### src/r5p_soc_pkg.sv
/* Shared data bus widths, vector types, GPIO register map
   and the Wishbone classic request and response structs */

package r5p_soc_pkg;

  ////////////////////////////////////////
  // Bus widths
  ////////////////////////////////////////

  localparam int unsigned DAW     = 15;       // Data address width, byte address
  localparam int unsigned DDW     = 32;       // Data width
  localparam int unsigned DBW     = DDW/8;    // Byte select width
  localparam int unsigned GW      = 32;       // GPIO pin count
  localparam int unsigned MEM_AW  = 12;       // Memory word address, 4096 words
  localparam int unsigned SEL_BIT = DAW-1;    // Slave select address bit

  typedef logic [DAW-1:0] adr_t;
  typedef logic [DDW-1:0] dat_t;
  typedef logic [DBW-1:0] sel_t;
  typedef logic [GW-1:0]  gpio_t;

  ////////////////////////////////////////
  // GPIO register offsets
  ////////////////////////////////////////

  localparam logic [SEL_BIT-1:0] GPIO_OUT = 'h0;  // Output data, RW
  localparam logic [SEL_BIT-1:0] GPIO_ENA = 'h4;  // Output enable, RW
  localparam logic [SEL_BIT-1:0] GPIO_INP = 'h8;  // Synced input, RO

  // Master to slave
  typedef struct packed {
    logic cyc;   // Cycle in progress
    logic stb;   // Strobe
    logic we;    // Write enable
    adr_t adr;   // Byte address
    sel_t sel;   // Byte lane select
    dat_t dat;   // Write data
  } wb_req_t;

  // Slave to master
  typedef struct packed {
    dat_t dat;   // Read data
    logic ack;   // One cycle acknowledge
  } wb_rsp_t;

endpackage

### src/r5p_soc_dec.sv
/* Data bus decoder, splits one Wishbone master onto memory
   and GPIO slaves by address and merges their responses */

module r5p_soc_dec (
  // System
  input  logic                 clk,
  input  logic                 arst_n,
  // Master side
  input  r5p_soc_pkg::wb_req_t req,
  output r5p_soc_pkg::wb_rsp_t rsp,
  // Data memory slave
  output r5p_soc_pkg::wb_req_t mem_req,
  input  r5p_soc_pkg::wb_rsp_t mem_rsp,
  // GPIO slave
  output r5p_soc_pkg::wb_req_t gpio_req,
  input  r5p_soc_pkg::wb_rsp_t gpio_rsp
);

  import r5p_soc_pkg::*;

  ////////////////////////////////////////
  // Slave select
  ////////////////////////////////////////

  logic [1:0] slv_sel;  // One-hot, [0] memory, [1] GPIO

  // Bit 14 low is memory, high is GPIO
  assign slv_sel = {req.adr[SEL_BIT], ~req.adr[SEL_BIT]};

  // Same request to both, strobe only to the chosen one
  always_comb begin
    mem_req      = req;
    mem_req.stb  = req.stb & slv_sel[0];
    gpio_req     = req;
    gpio_req.stb = req.stb & slv_sel[1];
  end

  ////////////////////////////////////////
  // Response merge
  ////////////////////////////////////////

  // Address held until ack, so select is still valid here
  always_comb begin
    if (slv_sel[1]) begin
      rsp = gpio_rsp;  // GPIO reply
    end else begin
      rsp = mem_rsp;   // Memory reply
    end
  end

  ////////////////////////////////////////
  // Checks
  ////////////////////////////////////////

  // Only one slave may answer at a time
  a_ack_onehot: assert property (
    @(posedge clk) disable iff (!arst_n)
    !(mem_rsp.ack && gpio_rsp.ack)
  ) else $error("both slaves acknowledged in one cycle");

  // Registered ack needs a live cycle one clock earlier
  a_ack_cyc: assert property (
    @(posedge clk) disable iff (!arst_n)
    rsp.ack |-> $past(req.cyc)
  ) else $error("ack without a preceding bus cycle");

endmodule

### config.mk
export PLATFORM = sky130hd
export DESIGN_NAME = r5p_soc_dec
export DESIGN_NICKNAME = d
export VERILOG_FILES = /design/src/r5p_soc_pkg.sv /design/src/r5p_soc_dec.sv
export SDC_FILE = /design/constraint.sdc
export NUM_CORES = 1
export LEC_CHECK = 0
export ABC_AREA = 1
export BUFFER_PORTS_ARGS = -buffer_cell sky130_fd_sc_hd__buf_2
export CAP_MARGIN = 10
export CORE_AREA = 2 2 103 105
export DETAILED_ROUTE_END_ITERATION = 8
export DIE_AREA = 0 0 105 107
export PLACE_DENSITY = 0.51
export SLEW_MARGIN = 20
export SYNTH_ARGS = -nofsm -noshare
export SYNTH_HDL_FRONTEND = slang
export SYNTH_SLANG_ARGS = --single-unit
export TNS_END_PERCENT = 20
### constraint.sdc
create_clock -name vclk -period 1.29
set_input_delay 0.1935 -clock vclk [all_inputs]
set_output_delay 0.1935 -clock vclk [all_outputs]
set_load 0.02 [all_outputs]
==> impl_metrics.csv <==
group,metric,value,unit
outcome,status,"finished clean",
pwr,vdd_drop_max,0.144,mV
clock_network,ctsResizeCount,0,
pwr,p_seq_share,0,%
sta,period_minus_slack,1.08,ns
pwr,switching_power,0.000258,W
synth,yosysTopAreaCell,"buf_4",
layout,fin_nets,336,
layout,drive_above_1_share,56.1,%
pwr,power_frac_comb,100.0,%
pwr,power,0.000439,W
die,die_y,107,µm
synth,synth_top_area_share,62.7,%
setup_path,crit_type,"primary input to primary output",
sta,fmax,927,MHz
placed_design,io_buffers,105,
pwr,p_int,0.000181,W
sta,setup_viol,0,
sta,drv_slew,0,
synth,synth_area,0.00129,mm²
routing,vias_per_cell,3.09,
synth,synth_cell_type_count,8,
pwr,p_per_area,380,mW/mm²
synth,postSynthAreaPerCell,5.96,µm²
synth,yosys-top-cells-count,"buf_4 (108), nand2_1 (90), nand2_2 (10), buf_6 (4), inv_1 (2)",
pwr,p_sw_share,58.8,%
routing,routed_wl,3.17,mm
setup_path,end_kind,"primary output",
layout,nClkBuffers,0,
sta,hold_viol,0,
pwr,p_leak,0.758,nW
pwr,power_frac_clock,0,%
die,core_area,0.0101,mm²
die,die_area,0.0112,mm²
placed_design,place_congestion,0.643,
layout,n_fill_cell,1240,
routing,post_drt_wl_per_cell,9.10,µm
routing,drt_pre_antenna_iters,3,
global_route,grt.overflow.total,0,
routing,route.detailed.drc,0,
global_route,antenna_found_initial,0,
sta,final.setup.tns,0,ns
routing,drt_iter0_markers,16,
min_path,hp-class,"primary input to primary output",
layout,seqCellArea,0,µm²
job,drv_cap,0,
global_route,track_usage,4.96,%
layout,syn_to_final_growth,-10.8,%
setup_path,cp_max_fo,21,
die,initial_core_util,12.8,%
clock_network,post_cts_buffers,0,
setup_path,start_kind,"primary input",
synth,yosysMostFrequentCell,"buf_4",
layout,multi_input_area,404,µm²
layout,num_antenna_cells,0,
sta,worst_slew_pin_slew,0.232,ns
synth,synthCells,217,
placed_design,dp_hpwl,2.62,mm
setup_path,required,1.10,ns
global_route,grt_pass1_wl,4.69,mm
sta,slew_headroom,84.5,%
die,io_pins,263,
global_route,grt_pass1_vias,1002,
synth,synthTopCellsByArea,"buf_4 (63%), nand2_1 (26%), nand2_2 (4.8%)",
die,rows,37,
global_route,grt_max_degree,34,
die,die_x,105,µm
setup_path,crit_arrival,0.89,ns
routing,vias,1074,
synth,synth_warnings,0,
sta,rsz0062_at_grt,"false",
routing,ant_nets,0,
synth,syn_nets,339,
clock_network,cts_hold_buf,0,
sta,finalCritPeriodShare,83.6,%
synth,ys_seq_area_share,0,%
layout,seq_cells,0,
## area by class of cell
class	count	share of cell area, %
repair buffers	108	48.6
multi-input cells	101	35.0
inverters	3	1.63
well taps	136	14.8
## worst max-delay path, cell delays in order
cell	delay, ns
buf_2	0.19
buf_12	0.18
nand2_1	0.09
nand2_1	0.07
buf_2	0.15
## through the flow
step | hold WS (ns) | util [%] | instance area, µm² | std cells | setup slack, ns
after floorplan | 0.500 | - | 1290 | 217 | 0.318
after global placement | 0.387 | 11.4 | 1150 | 348 | 0.214
after detailed placement | 0.387 | 11.4 | 1150 | 348 | 0.194
after CTS | 0.387 | 11.4 | 1150 | 348 | 0.195
after global routing | 0.387 | 11.4 | 1150 | 348 | 0.131
final | 0.387 | 11.4 | 1150 | 348 | 0.211
## worst paths after layout
check            to  cells after the start     from  slack (ns)
min    gpio_req[47]                      0  req[47]        0.39
max          rsp[4]                      5  req[50]        0.21
## logic make-up after synthesis
| group | Yosys count | share of synthesized area, % |
|---|---|---|
| buffers and inverters | 116 | 68.8 |
| AND/OR/NAND/NOR | 101 | 31.2 |
## layout by cell type (no fill, tap or decap)
| master | instances |
|---|---|
| nand2_1 | 90 |
| buf_12 | 1 |
| inv_8 | 1 |
| nand2_2 | 10 |
| nor2_1 | 1 |
| buf_4 | 2 |
| inv_1 | 2 |
| buf_2 | 105 |
## routing by layer
metal / global-route usage, % / wire, µm
met1: 4.96 / 1100
met2: 8.53 / 1400
met3: 1.03 / 386
met4: 4.76 / 280
met5: 0 / 0
## power groups by stage
| stage | registers (W) | logic (W) | clock network (W) |
|---|---|---|---|
| after CTS | 0 | 0.000447 | 0 |
| after detailed placement | 0 | 0.000446 | 0 |
| after global placement | 0 | 0.000440 | 0 |
| after floorplan | 0 | 0.000723 | 0 |
| final | 0 | 0.000439 | 0 |
| after global routing | 0 | 0.000485 | 0 |
(Power assumes the default switching activity.)
