`src/r5p_soc_pkg.sv`:
```
/* Shared data bus widths, vector types, GPIO register map
   and the Wishbone classic request and response structs */

package r5p_soc_pkg;

  ////////////////////////////////////////
  // Bus widths
  ////////////////////////////////////////

  localparam int unsigned DAW     = 15;       // Data address width, byte address
  localparam int unsigned DDW     = 32;       // Data width
  localparam int unsigned DBW     = DDW/8;    // Byte select width
  localparam int unsigned GW      = 32;       // GPIO pin count
  localparam int unsigned MEM_AW  = 12;       // Memory word address, 4096 words
  localparam int unsigned SEL_BIT = DAW-1;    // Slave select address bit

  typedef logic [DAW-1:0] adr_t;
  typedef logic [DDW-1:0] dat_t;
  typedef logic [DBW-1:0] sel_t;
  typedef logic [GW-1:0]  gpio_t;

  ////////////////////////////////////////
  // GPIO register offsets
  ////////////////////////////////////////

  localparam logic [SEL_BIT-1:0] GPIO_OUT = 'h0;  // Output data, RW
  localparam logic [SEL_BIT-1:0] GPIO_ENA = 'h4;  // Output enable, RW
  localparam logic [SEL_BIT-1:0] GPIO_INP = 'h8;  // Synced input, RO

  // Master to slave
  typedef struct packed {
    logic cyc;   // Cycle in progress
    logic stb;   // Strobe
    logic we;    // Write enable
    adr_t adr;   // Byte address
    sel_t sel;   // Byte lane select
    dat_t dat;   // Write data
  } wb_req_t;

  // Slave to master
  typedef struct packed {
    dat_t dat;   // Read data
    logic ack;   // One cycle acknowledge
  } wb_rsp_t;

endpackage

```
`src/r5p_soc_gpio.sv`:
```
/* GPIO controller Wishbone slave with output data, output
   enable and a two flop synchronized input register */

module r5p_soc_gpio (
  // System
  input  logic                 clk,
  input  logic                 arst_n,
  // Bus
  input  r5p_soc_pkg::wb_req_t req,
  output r5p_soc_pkg::wb_rsp_t rsp,
  // Pins
  output r5p_soc_pkg::gpio_t   gpio_o,
  output r5p_soc_pkg::gpio_t   gpio_e,
  input  r5p_soc_pkg::gpio_t   gpio_i
);

  import r5p_soc_pkg::*;

  logic [SEL_BIT-3:0] reg_adr;  // Word offset inside GPIO space
  logic               req_vld;
  logic               wr_out;   // Write to output data
  logic               wr_ena;   // Write to output enable
  gpio_t              out_q;
  gpio_t              ena_q;
  gpio_t              inp_s1;   // First sync stage
  gpio_t              inp_s2;   // Second sync stage, readable
  dat_t               rd_mux;
  dat_t               rdt_q;
  logic               ack_q;

  // Merge write data into a register per byte select
  function automatic gpio_t byte_wr(gpio_t old, dat_t wdt, sel_t sel);
    gpio_t res;
    res = old;
    for (int b = 0; b < DBW; b++) begin
      if (sel[b]) begin
        res[8*b +: 8] = wdt[8*b +: 8];
      end
    end
    return res;
  endfunction

  ////////////////////////////////////////
  // Decode
  ////////////////////////////////////////

  assign reg_adr = req.adr[SEL_BIT-1:2];
  assign req_vld = req.cyc & req.stb & ~ack_q;                       // Fresh access
  assign wr_out  = req_vld & req.we & (reg_adr == GPIO_OUT[SEL_BIT-1:2]);
  assign wr_ena  = req_vld & req.we & (reg_adr == GPIO_ENA[SEL_BIT-1:2]);

  // Read select, unmapped offsets give zero
  always_comb begin
    if (reg_adr == GPIO_OUT[SEL_BIT-1:2]) begin
      rd_mux = out_q;
    end else if (reg_adr == GPIO_ENA[SEL_BIT-1:2]) begin
      rd_mux = ena_q;
    end else if (reg_adr == GPIO_INP[SEL_BIT-1:2]) begin
      rd_mux = inp_s2;
    end else begin
      rd_mux = '0;
    end
  end

  ////////////////////////////////////////
  // Registers
  ////////////////////////////////////////

  always_ff @(posedge clk or negedge arst_n) begin
    if (!arst_n) begin
      ack_q  <= 1'b0;
      out_q  <= '0;
      ena_q  <= '0;
      inp_s1 <= '0;
      inp_s2 <= '0;
    end else begin
      ack_q  <= req_vld;  // Every access acked, even unmapped
      inp_s1 <= gpio_i;
      inp_s2 <= inp_s1;
      if (wr_out) out_q <= byte_wr(out_q, req.dat, req.sel);
      if (wr_ena) ena_q <= byte_wr(ena_q, req.dat, req.sel);
    end
  end

  // Read data, no reset
  always_ff @(posedge clk) begin
    if (req_vld && !req.we) begin
      rdt_q <= rd_mux;
    end
  end

  assign rsp    = '{dat: rdt_q, ack: ack_q};
  assign gpio_o = out_q;
  assign gpio_e = ena_q;

endmodule

```
`config.mk`:
```
export PLATFORM = sky130hd
export DESIGN_NAME = r5p_soc_gpio
export DESIGN_NICKNAME = d
export VERILOG_FILES = /design/src/r5p_soc_pkg.sv /design/src/r5p_soc_gpio.sv
export SDC_FILE = /design/constraint.sdc
export NUM_CORES = 1
export LEC_CHECK = 0
export BUFFER_PORTS_ARGS = -buffer_cell sky130_fd_sc_hd__buf_2
export CORE_ASPECT_RATIO = 1.5
export CORE_MARGIN = 5
export CORE_UTILIZATION = 50
export DETAILED_ROUTE_END_ITERATION = 16
export GPL_TIMING_DRIVEN = 0
export PLACE_DENSITY = 0.78
export SLEW_MARGIN = 20
export SYNTH_ARGS = -nofsm -noshare
export SYNTH_HDL_FRONTEND = slang
export SYNTH_SLANG_ARGS = --single-unit
```
`constraint.sdc`:
```
create_clock -name clk -period 2.9 [get_ports clk]
set_input_delay 0.29 -clock clk [delete_from_list [all_inputs] [get_ports clk]]
set_output_delay 0.29 -clock clk [all_outputs]
set_load 0.01 [all_outputs]
```
==> impl_metrics.tcl <==
set metrics [dict create \
    portBuffers 180 \
    dr.pass1.iters 4 \
    syn_nets 479 \
    status "finished clean" \
    cts.sinks 161 \
    critPathArrivalTime_ns 2.06 \
    cp_max_fo 8 \
    ir_drop_uv 375 \
    gr-usage-all-layers_pct 20.9 \
    crit_required_ns 3.19 \
    antenna_found_initial 2 \
    die_y_um 145 \
    setup_viol 0 \
    synth_ff_type "dfrtp_1" \
    fin_setup_tns_ns 0 \
    period_needed_ns 1.77 \
    grt_pass1_vias 4344 \
    powerDensity_nw_per_um2 582 \
    ys_ff_latch 161 \
    drt_iter0_markers 141 \
    seqPwrFrac_pct 50.4 \
    num_vias 4006 \
    fin_crit_sh_pct 61.1 \
    comb_power_share_pct 4.9 \
    place.detailed.hpwl_um 10200 \
    worst_clock_skew_ns 0.00914 \
    cts_made_buffers 17 \
    netlist_top_cells_count "129 x dfrtp_1, 65 x nor2_1, 48 x mux2_2" \
    relSlewSlack_pct 62.5 \
    start_util_pct 50.7 \
    syn_area_um2 6030 \
    cts.clk_slew.worst_paths_ns 0.06 \
    die_area_um2 14400 \
    p_sw_w 0.000997 \
    max_freq_mhz 564 \
    syn_avg_cell_area_um2 15.4 \
    rsz0062_at_grt "no" \
    maxSlewViolCount 0 \
    core-area_um2 11900 \
    hold_violations 0 \
    synth_edf_count 32 \
    routedWlPerCell_um 18.3 \
    async_reset_ff_share_pct 80.1 \
    max-cap-violations 0 \
    ys_warn_count 0 \
    clockBufferDepth 2 \
    h-tree-depth 4 \
    ys_seq_area_share_pct 69.4 \
    drc 0 \
    placed_area_um2 7190 \
    grt-ovfl-total 0 \
    hp-class "primary input to flip-flop" \
    p_leak_nw 4.39 \
    die_x_um 99.7 \
    insertion_delay_ns 0.41 \
    critPathLaunchType "flip-flop" \
    swShare_pct 21.2 \
    synthTopCellsByArea "dfrtp_1 53%, edfxtp_1 16%, mux2_2 9.0%, mux2i_1 5.3%, nor2_1 4.0%" \
    path_class "flip-flop to flip-flop" \
    drtAntennaViolNets 0 \
    place_congestion 0.783 \
    routed_wl_um 14500 \
    cts_root_buf "clkbuf_16" \
    synth_top_area_share_pct 53.5 \
    nets 713 \
    syn_to_final_growth_pct 33.9 \
    clockPowerShare_pct 44.7 \
    rows 49 \
    worstMarginPinSlew_ns 0.563 \
    grt_pass1_wl_um 22700 \
    syn-instance-count 391 \
    synth_most_common_cell "dfrtp_1" \
    avgViaCountPerCell 5.06 \
    io_pins 185 \
    grt_max_degree 70 \
    power_w 0.00471 \
    cell_internal_pwr_w 0.00371 \
    endpoint_kind "flip-flop" \
    synth_top_cell_by_area "dfrtp_1" \
    drive_above_1_share_pct 44.8 \
    cts_tree "yes" \
    post-route-cell-area_um2 8080 \
    ys_types 21 \
]
[flip-flops by register name, summed over array words and instances, names as in the netlist]
signal  count
inp_s2     32
gpio_e     32
gpio_o     32
ack_q       1
inp_s1     32
rdt_q      32
[worst paths after layout]
path / endpoint / cells after the start / slack [ns] / startpoint
setup / recovery: gpio_o[6]$_DFFE_PN0P_ / 5 / 1.13 / ack_q$_DFF_PN0_
hold / removal: gpio_o[31]$_DFFE_PN0P_ / 2 / 0.11 / req[31]
setup reg to reg: gpio_o[6]$_DFFE_PN0P_ / 5 / 1.13 / ack_q$_DFF_PN0_
hold reg to reg: inp_s2[12]$_DFF_PN0_ / 0 / 0.34 / inp_s1[12]$_DFF_PN0_
max in group asynchronous: gpio_o[10]$_DFFE_PN0P_ / 3 / 1.75 / arst_n
min in group asynchronous: inp_s1[26]$_DFF_PN0_ / 2 / 0.41 / arst_n
[worst max-delay path, stage by stage, from the launching register on]
cell and delay [ns]:
dfrtp_1 0.37, nor2b_1 0.18, and4b_1 0.21, buf_2 0.23
nand4b_4 0.27, mux2_4 0.38
[through the flow]
step / hold slack, ns / std cells / worst slack [ns] / util [%]
global route: 0.0966 / 792 / 1.03 / 68.0
floorplan: -0.00559 / 391 / 0.369 / -
finish: 0.107 / 792 / 1.13 / 68.0
detailed placement: 0.298 / 726 / 1.02 / 60.4
global placement: 0.332 / 724 / -0.434 / 59.9
CTS: 0.0865 / 791 / 1.12 / 67.9
[area by class of cell]
type / count / area [µm²]
clock buffers: 25 / 518
diodes: 1 / 2.50
fillers: 868 / 3810
flip-flops and latches: 161 / 4190
well taps: 153 / 191
plain buffers: 19 / 98.8
repair buffers: 215 / 1280
multi-input cells: 211 / 1750
clock inverters: 7 / 43.8
[metal layers]
layer / up-vias / routed length, µm / track usage (%)
met5: - / 7 / 0
met4: 2 / 414 / 10.1
met3: 32 / 730 / 4.25
met2: 147 / 7900 / 37.1
met1: 1984 / 5480 / 24.1
li1: 1841 / - / -
[power groups by stage]
stage / Sequential [W] / Clock (W) / Combinational, W
final: 0.00237 / 0.00211 / 0.000230
after global routing: 0.00237 / 0.00224 / 0.000255
after CTS: 0.00237 / 0.00215 / 0.000233
after detailed placement: 0.00241 / 0 / 0.000198
after global placement: 0.00241 / 0 / 0.000182
after floorplan: 0.00241 / 0 / 0.0000609
[kinds of logic after synthesis]
kind of cell | share of synthesized area [%]
DFF | 69.4
muxes | 17.7
and+or+nand+nor | 8.54
AOI/OAI and AO/OA | 2.65
buffers and inverters | 1.64
[cell usage in the layout, fill, tap and decap left out]
| master | count |
|---|---|
| diode_2 | 1 |
| buf_16 | 1 |
| nor2b_1 | 2 |
| nand4b_4 | 8 |
| inv_6 | 1 |
| buf_1 | 2 |
| a21oi_1 | 32 |
| buf_12 | 2 |
| dfrtp_1 | 129 |
| and4_1 | 1 |
| buf_6 | 1 |
| clkbuf_1 | 13 |
| clkbuf_16 | 19 |
| nor2_1 | 65 |
| and2_1 | 1 |
| edfxtp_1 | 32 |
| buf_2 | 185 |
| nand3_1 | 1 |
| mux2_4 | 8 |
| mux2_1 | 8 |
| inv_4 | 4 |
| mux2_2 | 48 |
| nor4_2 | 2 |
| and4b_1 | 1 |
| mux2i_1 | 32 |
| nor2b_4 | 1 |
| clkbuf_8 | 2 |
| dlygate4sd3_1 | 33 |
| and3_2 | 1 |
| buf_4 | 1 |
| clkinv_2 | 2 |
[what timing repair did]
action / in CTS / in global routing
hold buffers: 33 / 0
gates resized for setup: 0 / 0
endpoints found under the hold margin: 92 / 0
setup buffers: 0 / 0
No activity file was read; power rests on OpenSTA's default activity.
